--- src/board_params.svh ---
`ifndef BOARD_PARAMS_SVH
`define BOARD_PARAMS_SVH

// clock cycles per half period of the panel serial clock.
`define TM_BIT_DIV 4

// clock cycles per half period of the microphone sck.
`define I2S_SCK_DIV 4

// clock cycles between panel frame starts.
// a full frame has to fit inside this window.
`define REFRESH_CYCLES 2048

// width of one microphone sample.
`define SAMPLE_BITS 24

`endif

--- src/board_pkg.sv ---
`include "board_params.svh"

package board_pkg;

    // one signed microphone sample.
    typedef logic signed [`SAMPLE_BITS - 1:0] sample_t;

    // seven-segment glyph, segment a in bit 0.
    typedef logic [7:0] seg_t;

    // panel LED and key vectors.
    typedef logic [7:0] led_t;
    typedef logic [7:0] key_t;

    // one byte on the panel serial link.
    typedef logic [7:0] tm_byte_t;

    // panel sequencer states.
    typedef enum logic [2:0]
    {
        idle,
        cmd_write,
        addr,
        data,
        cmd_ctrl,
        cmd_read,
        read_keys,
        gap
    } tm_state_t;

endpackage

--- src/tick_gen.sv ---
`timescale 1ns/1ps
`include "board_params.svh"

module tick_gen
(
    input  logic clk,
    input  logic rst_n,
    output logic bit_tick,
    output logic sck_tick,
    output logic frame_tick
);

    // divisors in strobe order: bit, sck, frame.
    localparam int div [3] = '{`TM_BIT_DIV, `I2S_SCK_DIV, `REFRESH_CYCLES};

    // wide enough for the largest divisor.
    localparam int cnt_w = $clog2(`REFRESH_CYCLES + `TM_BIT_DIV + `I2S_SCK_DIV);

    for (genvar i = 0; i < 3; i++)
    begin : g_cnt
        logic [cnt_w - 1:0] cnt;
        logic               strobe;

        always_ff @(posedge clk or negedge rst_n)
        begin
            if (!rst_n)
            begin
                cnt    <= cnt_w'(div[i] - 1);
                strobe <= 1'b0;
            end
            else if (cnt == '0)
            begin
                cnt    <= cnt_w'(div[i] - 1);
                strobe <= 1'b1;
            end
            else
            begin
                cnt    <= cnt - cnt_w'(1);
                strobe <= 1'b0;
            end
        end
    end

    assign bit_tick   = g_cnt[0].strobe;
    assign sck_tick   = g_cnt[1].strobe;
    assign frame_tick = g_cnt[2].strobe;

endmodule

--- src/i2s_mic_receiver.sv ---
`timescale 1ns/1ps
`include "board_params.svh"

module i2s_mic_receiver
(
    input  logic               clk,
    input  logic               rst_n,
    input  logic               sck_tick,
    output logic               mic_sck,
    output logic               mic_ws,
    output logic               mic_lr,
    input  logic               mic_sd,
    output logic               sample_valid,
    output board_pkg::sample_t sample_data,
    input  logic               sample_ready
);

    // sck periods per ws slot.
    localparam int slot_bits = 32;
    localparam int cnt_w     = $clog2(slot_bits);

    logic [cnt_w - 1:0] bit_cnt;
    board_pkg::sample_t shift_q;
    logic               sck_rise;
    logic               sck_fall;
    logic               in_window;
    logic               last_bit;
    logic               shift_done;
    logic               load;

    // lr low puts the microphone on the left slot.
    assign mic_lr = 1'b0;

    assign sck_rise = sck_tick && !mic_sck;
    assign sck_fall = sck_tick && mic_sck;

    // msb arrives one sck after ws falls.
    assign in_window = !mic_ws && (bit_cnt != '0) && (bit_cnt <= cnt_w'(`SAMPLE_BITS));
    assign last_bit  = sck_rise && !mic_ws && (bit_cnt == cnt_w'(`SAMPLE_BITS));

    // new sample is dropped while the old one waits.
    assign load = shift_done && (!sample_valid || sample_ready);

    always_ff @(posedge clk or negedge rst_n)
    begin
        if (!rst_n)
        begin
            mic_sck <= 1'b0;
            mic_ws  <= 1'b0;
            bit_cnt <= '0;
        end
        else
        begin
            if (sck_tick)
                mic_sck <= ~mic_sck;

            // ws and bit count move on the falling edge.
            if (sck_fall)
            begin
                bit_cnt <= bit_cnt + cnt_w'(1);
                if (bit_cnt == cnt_w'(slot_bits - 1))
                    mic_ws <= ~mic_ws;
            end
        end
    end

    always_ff @(posedge clk)
    begin
        if (sck_rise && in_window)
            shift_q <= {shift_q[`SAMPLE_BITS - 2:0], mic_sd};
    end

    always_ff @(posedge clk or negedge rst_n)
    begin
        if (!rst_n)
        begin
            shift_done   <= 1'b0;
            sample_valid <= 1'b0;
        end
        else
        begin
            shift_done <= last_bit;
            if (load)
                sample_valid <= 1'b1;
            else if (sample_ready)
                sample_valid <= 1'b0;
        end
    end

    always_ff @(posedge clk)
    begin
        if (load)
            sample_data <= shift_q;
    end

    // a stalled sample is held as offered.
    assert property (@(posedge clk) disable iff (!rst_n)
        sample_valid && !sample_ready |=> sample_valid && $stable(sample_data))
        else $error("sample_data changed while stalled");

endmodule

--- src/display_formatter.sv ---
`timescale 1ns/1ps
`include "board_params.svh"

module display_formatter
(
    input  logic               clk,
    input  logic               rst_n,
    input  logic               sample_valid,
    input  board_pkg::sample_t sample_data,
    output logic               sample_ready,
    input  board_pkg::key_t    key_data,
    output logic [63:0]        seg_data,
    output board_pkg::led_t    led_data
);

    localparam board_pkg::seg_t glyph_hold  = 8'h76;
    localparam board_pkg::seg_t glyph_blank = 8'h00;

    logic            hold;
    logic            key0_q;
    logic            key_rise;
    logic            accept;
    logic [47:0]     hex_q;
    logic [47:0]     hex_next;
    logic [7:0]      top;
    logic [7:0]      mag;
    logic [6:0]      level;
    board_pkg::led_t led_next;

    function automatic board_pkg::seg_t hex_glyph(input logic [3:0] nib);
        case (nib)
            4'h0:    return 8'h3F;
            4'h1:    return 8'h06;
            4'h2:    return 8'h5B;
            4'h3:    return 8'h4F;
            4'h4:    return 8'h66;
            4'h5:    return 8'h6D;
            4'h6:    return 8'h7D;
            4'h7:    return 8'h07;
            4'h8:    return 8'h7F;
            4'h9:    return 8'h6F;
            4'hA:    return 8'h77;
            4'hB:    return 8'h7C;
            4'hC:    return 8'h39;
            4'hD:    return 8'h5E;
            4'hE:    return 8'h79;
            default: return 8'h71;
        endcase
    endfunction

    assign sample_ready = !hold;
    assign accept       = sample_valid && sample_ready;
    assign key_rise     = key_data[0] && !key0_q;

    // digit 2 carries the top nibble.
    always_comb
    begin
        for (int k = 0; k < 6; k++)
            hex_next[8 * k +: 8] = hex_glyph(sample_data[4 * (5 - k) +: 4]);
    end

    // level bar from the top byte, magnitude capped at 127.
    assign top   = sample_data[`SAMPLE_BITS - 1 -: 8];
    assign mag   = top[7] ? (~top + 8'd1) : top;
    assign level = (mag > 8'd127) ? 7'd127 : mag[6:0];

    always_comb
    begin
        for (int i = 0; i < 8; i++)
            led_next[i] = int'(level) > 16 * i;
    end

    always_ff @(posedge clk or negedge rst_n)
    begin
        if (!rst_n)
        begin
            key0_q <= 1'b0;
            hold   <= 1'b0;
        end
        else
        begin
            key0_q <= key_data[0];
            if (key_rise)
                hold <= ~hold;
        end
    end

    always_ff @(posedge clk or negedge rst_n)
    begin
        if (!rst_n)
        begin
            hex_q    <= '0;
            led_data <= '0;
        end
        else if (accept)
        begin
            hex_q    <= hex_next;
            led_data <= led_next;
        end
    end

    assign seg_data = {hex_q, glyph_blank, hold ? glyph_hold : glyph_blank};

    // hold stays on until the next key press.
    assert property (@(posedge clk) disable iff (!rst_n)
        hold && !key_rise |=> !sample_ready)
        else $error("sample_ready high during hold");

endmodule

--- src/tm1638_sequencer.sv ---
`timescale 1ns/1ps

module tm1638_sequencer
(
    input  logic            clk,
    input  logic            rst_n,
    input  logic            bit_tick,
    input  logic            frame_tick,
    input  logic [63:0]     seg_data,
    input  board_pkg::led_t led_data,
    output board_pkg::key_t key_data,
    output logic            tm_clk,
    output logic            tm_stb,
    output logic            tm_dio_out,
    output logic            tm_dio_oe,
    input  logic            tm_dio_in
);

    localparam board_pkg::tm_byte_t cmd_auto_write = 8'h40;
    localparam board_pkg::tm_byte_t cmd_addr_0     = 8'hC0;
    localparam board_pkg::tm_byte_t cmd_display_on = 8'h8F;
    localparam board_pkg::tm_byte_t cmd_key_read   = 8'h42;

    // two phases per bit, then one closing step.
    localparam logic [4:0] last_phase = 5'd16;

    board_pkg::tm_state_t state;
    board_pkg::tm_state_t ret_state;
    logic [4:0]           phase;
    logic [3:0]           byte_cnt;
    board_pkg::tm_byte_t  shift_q;
    board_pkg::key_t      key_acc;
    board_pkg::key_t      key_next;
    board_pkg::tm_byte_t  data_byte;
    logic [3:0]           data_idx;
    logic                 byte_end;
    logic                 frame_start;
    logic                 last_data;

    assign byte_end    = bit_tick && (phase == last_phase);
    assign frame_start = (state == board_pkg::idle) && frame_tick;
    assign last_data   = (state == board_pkg::data) && (byte_cnt == 4'd15);

    // even slots carry digits, odd slots one led each.
    always_comb
    begin
        data_idx = (state == board_pkg::data) ? byte_cnt + 4'd1 : 4'd0;
        if (data_idx[0])
            data_byte = {7'd0, led_data[data_idx[3:1]]};
        else
            data_byte = seg_data[8 * data_idx[3:1] +: 8];
    end

    // two keys per read byte, in bits 0 and 4.
    always_comb
    begin
        key_next = key_acc;
        key_next[{byte_cnt[1:0], 1'b0}] = shift_q[0];
        key_next[{byte_cnt[1:0], 1'b1}] = shift_q[4];
    end

    always_ff @(posedge clk or negedge rst_n)
    begin
        if (!rst_n)
        begin
            state      <= board_pkg::idle;
            ret_state  <= board_pkg::idle;
            phase      <= '0;
            byte_cnt   <= '0;
            key_acc    <= '0;
            key_data   <= '0;
            tm_clk     <= 1'b1;
            tm_stb     <= 1'b1;
            tm_dio_out <= 1'b1;
            tm_dio_oe  <= 1'b0;
        end
        else if (state == board_pkg::idle)
        begin
            if (frame_tick)
            begin
                state     <= board_pkg::cmd_write;
                phase     <= '0;
                tm_stb    <= 1'b0;
                tm_dio_oe <= 1'b1;
            end
        end
        else if (state == board_pkg::gap)
        begin
            // strobe high for one bit step between commands.
            if (bit_tick)
            begin
                state     <= ret_state;
                phase     <= '0;
                tm_stb    <= 1'b0;
                tm_dio_oe <= 1'b1;
            end
        end
        else if (byte_end)
        begin
            phase <= '0;
            case (state)
                board_pkg::addr:
                begin
                    state    <= board_pkg::data;
                    byte_cnt <= '0;
                end
                board_pkg::data:
                begin
                    byte_cnt <= byte_cnt + 4'd1;
                    if (last_data)
                    begin
                        state     <= board_pkg::gap;
                        ret_state <= board_pkg::cmd_ctrl;
                        tm_stb    <= 1'b1;
                        tm_dio_oe <= 1'b0;
                    end
                end
                board_pkg::cmd_read:
                begin
                    state     <= board_pkg::read_keys;
                    byte_cnt  <= '0;
                    tm_dio_oe <= 1'b0;
                end
                board_pkg::read_keys:
                begin
                    key_acc  <= key_next;
                    byte_cnt <= byte_cnt + 4'd1;
                    if (byte_cnt == 4'd3)
                    begin
                        state    <= board_pkg::idle;
                        tm_stb   <= 1'b1;
                        key_data <= key_next;
                    end
                end
                default:
                begin
                    // cmd_write and cmd_ctrl close their strobe.
                    state     <= board_pkg::gap;
                    ret_state <= (state == board_pkg::cmd_write) ? board_pkg::addr
                                                                 : board_pkg::cmd_read;
                    tm_stb    <= 1'b1;
                    tm_dio_oe <= 1'b0;
                end
            endcase
        end
        else if (bit_tick)
        begin
            phase <= phase + 5'd1;
            if (!phase[0])
            begin
                tm_clk     <= 1'b0;
                tm_dio_out <= shift_q[0];
            end
            else
            begin
                tm_clk <= 1'b1;
            end
        end
    end

    // one register shifts bytes out and keys in, lsb first.
    always_ff @(posedge clk)
    begin
        if (frame_start)
            shift_q <= cmd_auto_write;
        else if (byte_end)
        begin
            case (state)
                board_pkg::cmd_write: shift_q <= cmd_addr_0;
                board_pkg::addr:      shift_q <= data_byte;
                board_pkg::data:      shift_q <= last_data ? cmd_display_on : data_byte;
                board_pkg::cmd_ctrl:  shift_q <= cmd_key_read;
                default:              shift_q <= shift_q;
            endcase
        end
        else if (bit_tick && phase[0])
            shift_q <= {tm_dio_in, shift_q[7:1]};
    end

    // panel may drive data only inside a strobe.
    assert property (@(posedge clk) disable iff (!rst_n)
        tm_stb |-> !tm_dio_oe)
        else $error("tm_dio_oe high with tm_stb high");

    // strobe only rises with the serial clock parked high.
    assert property (@(posedge clk) disable iff (!rst_n)
        $rose(tm_stb) |-> $past(tm_clk))
        else $error("tm_stb rose with tm_clk low");

endmodule

--- src/board_top.sv ---
`timescale 1ns/1ps

module board_top
(
    input  logic clk,
    input  logic rst_n,

    output logic mic_sck,
    output logic mic_ws,
    output logic mic_lr,
    input  logic mic_sd,

    output logic tm_clk,
    output logic tm_stb,
    output logic tm_dio_out,
    output logic tm_dio_oe,
    input  logic tm_dio_in
);

    logic               bit_tick;
    logic               sck_tick;
    logic               frame_tick;
    logic               sample_valid;
    logic               sample_ready;
    board_pkg::sample_t sample_data;
    board_pkg::key_t    key_data;
    logic [63:0]        seg_data;
    board_pkg::led_t    led_data;

    tick_gen i_tick_gen
    (
        .clk        ( clk        ),
        .rst_n      ( rst_n      ),
        .bit_tick   ( bit_tick   ),
        .sck_tick   ( sck_tick   ),
        .frame_tick ( frame_tick )
    );

    i2s_mic_receiver i_microphone
    (
        .clk          ( clk          ),
        .rst_n        ( rst_n        ),
        .sck_tick     ( sck_tick     ),
        .mic_sck      ( mic_sck      ),
        .mic_ws       ( mic_ws       ),
        .mic_lr       ( mic_lr       ),
        .mic_sd       ( mic_sd       ),
        .sample_valid ( sample_valid ),
        .sample_data  ( sample_data  ),
        .sample_ready ( sample_ready )
    );

    display_formatter i_formatter
    (
        .clk          ( clk          ),
        .rst_n        ( rst_n        ),
        .sample_valid ( sample_valid ),
        .sample_data  ( sample_data  ),
        .sample_ready ( sample_ready ),
        .key_data     ( key_data     ),
        .seg_data     ( seg_data     ),
        .led_data     ( led_data     )
    );

    tm1638_sequencer i_tm1638
    (
        .clk        ( clk        ),
        .rst_n      ( rst_n      ),
        .bit_tick   ( bit_tick   ),
        .frame_tick ( frame_tick ),
        .seg_data   ( seg_data   ),
        .led_data   ( led_data   ),
        .key_data   ( key_data   ),
        .tm_clk     ( tm_clk     ),
        .tm_stb     ( tm_stb     ),
        .tm_dio_out ( tm_dio_out ),
        .tm_dio_oe  ( tm_dio_oe  ),
        .tm_dio_in  ( tm_dio_in  )
    );

endmodule

--- config.mk ---
export PLATFORM = sky130hd
export DESIGN_NAME = board_top
export DESIGN_NICKNAME = d
export VERILOG_FILES = /design/src/board_pkg.sv /design/src/tick_gen.sv /design/src/i2s_mic_receiver.sv /design/src/display_formatter.sv /design/src/tm1638_sequencer.sv /design/src/board_top.sv
export VERILOG_INCLUDE_DIRS = /design/src
export SDC_FILE = /design/constraint.sdc
export NUM_CORES = 1
export LEC_CHECK = 0
export ABC_AREA = 1
export BUFFER_PORTS_ARGS = -buffer_cell sky130_fd_sc_hd__buf_2
export CELL_PAD_IN_SITES_DETAIL_PLACEMENT = 1
export CELL_PAD_IN_SITES_GLOBAL_PLACEMENT = 1
export CORE_ASPECT_RATIO = 1.1
export CORE_UTILIZATION = 53
export CTS_CLUSTER_SIZE = 8
export DETAILED_ROUTE_END_ITERATION = 16
export PLACE_DENSITY_LB_ADDON = 0.25
export RECOVER_POWER = 50
export SYNTH_ARGS = -nofsm -noshare
export SYNTH_HDL_FRONTEND = slang
export SYNTH_SLANG_ARGS = --single-unit
export TNS_END_PERCENT = 20
--- constraint.sdc ---
create_clock -name clk -period 9 [get_ports clk]
set_input_delay 2.25 -clock clk [delete_from_list [all_inputs] [get_ports clk]]
set_output_delay 2.25 -clock clk [all_outputs]
set_load 0.005 [all_outputs]
* Word-level counts from Yosys, hierarchy flattened *
Memory sizes are Yosys's and may differ from the RTL's. A register that Yosys moved wholly into a read port is not among the register bits.
Index checks and enable logic that the tools add are counted.

storage, ports and cells
  bits in registers = 190
  bits in read-only memories = 672
  input port bits = 4
  output and inout port bits = 7
  logic and storage cells = 199
  memories = 6

operators by class
  add/subtract/negate cells = 7
  magnitude comparators = 15
  equal/unequal tests = 21
  shifts and indexed selects = 1
  muxes and demuxes = 59
  bitwise gates (word level) = 9
  reductions and logical operators = 53

memories
  memory            depth  bits a word  read ports  clocked after memory_dff  wr ports  RTL line                 RTL
  (name not given)  16     7            1           1                         0         display_formatter.sv:31  case (nib)
  (name not given)  16     7            1           1                         0         display_formatter.sv:31
  (name not given)  16     7            1           1                         0         display_formatter.sv:31
  (name not given)  16     7            1           1                         0         display_formatter.sv:31
  (name not given)  16     7            1           1                         0         display_formatter.sv:31
  (name not given)  16     7            1           1                         0         display_formatter.sv:31

operators with widths
  cell                     count
  $shiftx A64 B7 Y8        1
  $mux W8                  5
  $logic_not A12 Y1        3
  $mux W12                 3
  $sub A12 B1 Y12 const B  3
  $pmux W8 S4              1
  $mux W5                  6
  $gt A7 B7 Y1 const B     4
  $mux W3                  9
  $reduce_and A5 Y1        5
  $mux W1                  22
  $bwmux W8                2
  $logic_and A1 B1 Y1      16
  $eq A5 B5 Y1 const B     3
  $gt A7 B6 Y1 const B     2
  $mux W7                  2
  $eq A3 B3 Y1 const B     4
  $lt A3 B4 Y1 const B     3
  $pmux W3 S4              1
  $reduce_and A4 Y1        3
  $logic_not A1 Y1         11
  $add A5 B1 Y5 const B    2
  $add A8 B1 Y8 const B    1
  $gt A8 B7 Y1 const B     1
  other kinds (35)         52

* Longest topological paths before layout *
  depth in word-level cells = 8
  depth in mapped cells = 13
  gate-level depth less buffers = 13

* By module *
A second synthesis with hierarchy kept.

unflattened totals
  cells, all modules = 1299
  area total of the unflattened synthesis = 10870.4 sq um

by module, submodules not included
  module             instances  cells each  area each (sq um)  sequential area each (sq um)
  display_formatter  1          476         3734.8             1301.2
  tm1638_sequencer   1          445         3032.9             1039.7
  tick_gen           1          270         2180.8             994.7
  i2s_mic_receiver   1          108         1921.8             1666.6

* Worst setup path after synthesis *
No wires, ideal clock.

  path type = reg-to-reg
  from = reg i_microphone.bit_cnt[0]
  to = reg i_microphone.shift_q[0], enable pin
  setup time = 0.435 ns
  arrival = 2.387 ns
  required time = 8.565 ns
  slack = 6.177 ns
  cell stages (with the launch flop) = 6
  buffers on the path = 0
  period minus slack after synthesis = 2.823 ns
  cell sequence = dfrtp_1 -> inv_1 -> ha_1 -> inv_1 -> nor4_1 -> nor3_1

on the way
  cells in the longest elaborated chain, start to end = 4
  elaborated cells on any way between the ends = 5
  those cells by class = order compare (1); reduce/logical (4)

ends and longest elaborated chain
  item                                                                  RTL line                RTL
  from (decl)                                                           i2s_mic_receiver.sv:22  logic [cnt_w - 1:0] bit_cnt;
  from (signal assigned)                                                i2s_mic_receiver.sv:60  bit_cnt <= bit_cnt + cnt_w'(1);
  parallel branches: the longest is 2 deep, another holds $le A5 B5 Y1  n/a
  $logic_and A1 B1 Y1 *                                                 i2s_mic_receiver.sv:38  assign in_window = !mic_ws && (bit_cnt != '0) && (bit_cnt <= cnt_w'(`SAMPLE_BITS));
  $logic_and A1 B1 Y1 *                                                 i2s_mic_receiver.sv:69  if (sck_rise && in_window)
  to (signal assigned)                                                  i2s_mic_receiver.sv:70  shift_q <= {shift_q[`SAMPLE_BITS - 2:0], mic_sd};
  to (decl)                                                             i2s_mic_receiver.sv:23  board_pkg::sample_t shift_q;

Every way passes the cells marked *.
A chain may end at the register's enable or synchronous reset.

* Worst setup path after layout *
  from = reg i_formatter.hold
  to = reg i_formatter.hex_q[30]

on the way
  cells in the longest elaborated chain, start to end = 2

ends and longest elaborated chain
  item                    RTL line                 RTL
  from (decl)             display_formatter.sv:19  logic hold;
  from (signal assigned)  display_formatter.sv:84  hold <= ~hold;
  $logic_not A1 Y1        display_formatter.sv:51  assign sample_ready = !hold;
  $logic_and A1 B1 Y1     display_formatter.sv:52  assign accept = sample_valid && sample_ready;
  to (decl)               display_formatter.sv:23  logic [47:0] hex_q;

No other way between the ends.

==> results.cfg <==
[power_and_ir_drop]
p_per_area_nw_per_um2 = 158
leakagePower_nw = 4.72
power_mw = 1.60
peakVddDrop_uv = 134
power.switching_uw = 332
p_seq_share_pct = 51.4
p_clk_share_pct = 47.8
p_sw_share_pct = 20.7
p_int_mw = 1.27
pwr-share-comb_pct = 0.8

[drt]
drt_iter0_drc = 271
ant_nets = 0
wl_per_cell_um = 16.9
vias = 7390
firstDrtPassIters = 4
vias_per_cell = 5.49
wl_mm = 22.8
drcViolationCount = 0

[place]
dp.cells = 1315
finalWeightedCongestion = 0.824
dp_hpwl_mm = 15.7
port_buffers = 9
placed_area_um2 = 9570
place_ws_ns = 5.27

[timing]
fmax_mhz = 221
max-slew-margin-rel_pct = -74.0
fin_hold_ws_ns = 0.413
setup_viol = 0
fin_crit_sh_pct = 50.4
slew_violations = 86
tightest_slew_ns = 2.61
period_needed_ns = 4.53
rsz0062_at_grt = false
setup_tns_ns = 0
final-hold-violation-count = 0
worst_slack_ns = 4.47
clock_skew_ns = 0.0129

[critical_path]
timing.rr.end = i_formatter.hex_q[30]
r2r_cells = 5
cp_data_required_time_ns = 9.30
slowest_stage = clkbuf_1
reg2reg_from = i_formatter.hold
cp_max_fo = 60
end_kind = flip-flop
cp.arrival_ns = 4.84
cp-start-kind = flip-flop
cp_common_cell = a21oi_1
worstPathCellList = nor2_4 -> clkbuf_1 -> inv_1 -> a21oi_1 -> a21oi_1
worst_path_largest_cell_delay_ns = 1.83
rrSetupSlack_ns = 4.47
timing_worst_setup_path_type = reg2reg

[global_routing]
first_global_vias = 7816
overflow = 0
grt_max_degree = 74
antenna_found_initial = 0
grt_pass1_wl_mm = 38.6
grt.total_usage_pct = 27.1

[synthesis]
synth_seq_cells = 177
synth.avg_cell_area_um2 = 8.51
ys_warn_count = 0
netlist_instances = 1094
syn_area_um2 = 9310
syn-num-nets = 1152
ys.flop_type = dfrtp_1
async_flop_share_pct = 68.4
ys_types = 46
ys_seq_area_share_pct = 50.0
synth_edf_count = 48

[floorplanning]
dieArea_um2 = 18100
start_util_pct = 54.5
die_w_um = 128
die_h_um = 141
core_area_um2 = 17100
rows = 50
io_pins = 11

[clock_tree]
cts.repair.resized = 0
htreeDepth = 4
cts_tree = built
cts.sinks = 177
ctsRootBufferMaster = clkbuf_16
clockBufferDepth = 2
worstSkewPairLatency_ns = 0.44
post_cts_buffers = 0
ctsHoldBuffers = 0
numCtsBuffers = 17
clkTransAtPathRegs_ns = 0.07

[final_layout]
final_util_pct = 59.4
diodes = 0
design_area_um2 = 10100
layout-drive-gt1-share_pct = 6.74
nNetsFinal = 1158
final_common_cell = nand2_1
final_cell_mix = nand2_1 (210), inv_1 (144), nor2_1 (117)
syn_to_final_growth_pct = 8.98
fin_cells = 1347

[hold_path]
hold-path-cell-count = 0
min_to = i_formatter.key0_q
min_path_type = reg2reg
holdCritStartpoint = i_tm1638.key_data[0]

[job]
drv_cap = 2

[outcome]
violations = capacitance limit, slew limit
outcome = finished, violations left
synthesized netlist by cell type, types with 5 or more instances:
cell / number / share of area (%)
o22ai_1: 8 / 0.54
nor2_1: 118 / 4.8
xor2_1: 15 / 1.4
o211ai_1: 13 / 1.0
edfxtp_1: 48 / 15
a21oi_1: 74 / 4.0
clkbuf_1: 18 / 0.73
o21ai_0: 89 / 4.8
nor3_1: 21 / 1.1
dfrtp_1: 103 / 28
nand2_2: 8 / 0.54
a31oi_1: 16 / 1.1
dfxtp_1: 8 / 1.7
nand2_1: 207 / 8.3
dfstp_2: 18 / 5.1
inv_1: 144 / 5.8
ha_1: 54 / 7.3
nand3_1: 61 / 3.3
nand4_1: 11 / 0.74
buf_2: 5 / 0.27
layout make-up:
cell class	instances	area, um^2
sequential	177	4650
inverter	150	566
timing repair buffer	14	73.8
fill	2059	6930
tap	234	293
clock inverter	10	119
clock buffer	22	488
multi-input combinational	740	3960
registers in the layout, summed over array words and instances, names as in the netlist, 3 cells and up:
name / count
i_formatter.hex_q: 42
i_tick_gen.g_cnt.cnt: 36
i_microphone.sample_data: 24
i_microphone.shift_q: 24
i_formatter.led_data: 8
i_tm1638.shift_q: 8
i_microphone.bit_cnt: 5
i_tm1638.phase: 5
i_tm1638.byte_cnt: 4
i_tm1638.ret_state: 3
i_tm1638.state: 3
worst max-delay path by stage:
stage                                    endpoint                      start  slack [ns]  cells past startpoint
after detailed placement  i_microphone.bit_cnt[1]                      rst_n        5.27                      2
after global routing        i_formatter.hex_q[38]  i_microphone.sample_valid        4.15                      6
after global placement    i_microphone.bit_cnt[0]                      rst_n        5.29                      2
after floorplan           i_microphone.shift_q[0]    i_microphone.bit_cnt[0]        6.18                      5
final                       i_formatter.hex_q[30]           i_formatter.hold        4.47                      5
after CTS                                  tm_stb            i_tm1638.tm_stb        5.63                      1
logic make-up after synthesis:
logic type	after synthesis	synth area share [%]
fa+ha+maj	54	7.26
simple gates	443	20.2
buf+inv	177	7.51
compound gates	225	13.4
other cells	1	0.0403
flops	177	50.0
xor+xnor	17	1.60
per-layer routing:
layer	vias up	wire length, um	track usage, %
met5	-	0	0
met3	28	557	4.86
met4	0	345	7.49
met2	82	11700	47.4
met1	3664	10200	34.1
li1	3616	-	-
power groups by stage:
stage,registers (mW),clock network (mW),logic (mW)
after detailed placement,0.839,0,0.0140
after global placement,0.839,0,0.0137
after global routing,0.823,0.808,0.0158
after CTS,0.823,0.782,0.0141
after floorplan,0.839,0,0.00196
final,0.823,0.766,0.0133
critical path: cells and delay by family (launching register included):
| family | cells | cell delay (ns) |
|---|---|---|
| AO/OA/AOI/OAI | 2 | 0.58 |
| AND/OR/NAND/NOR | 1 | 0.11 |
| flip-flops | 1 | 0.42 |
| buffers and inverters | 2 | 3.25 |
Power figures use the tool's default switching activity.
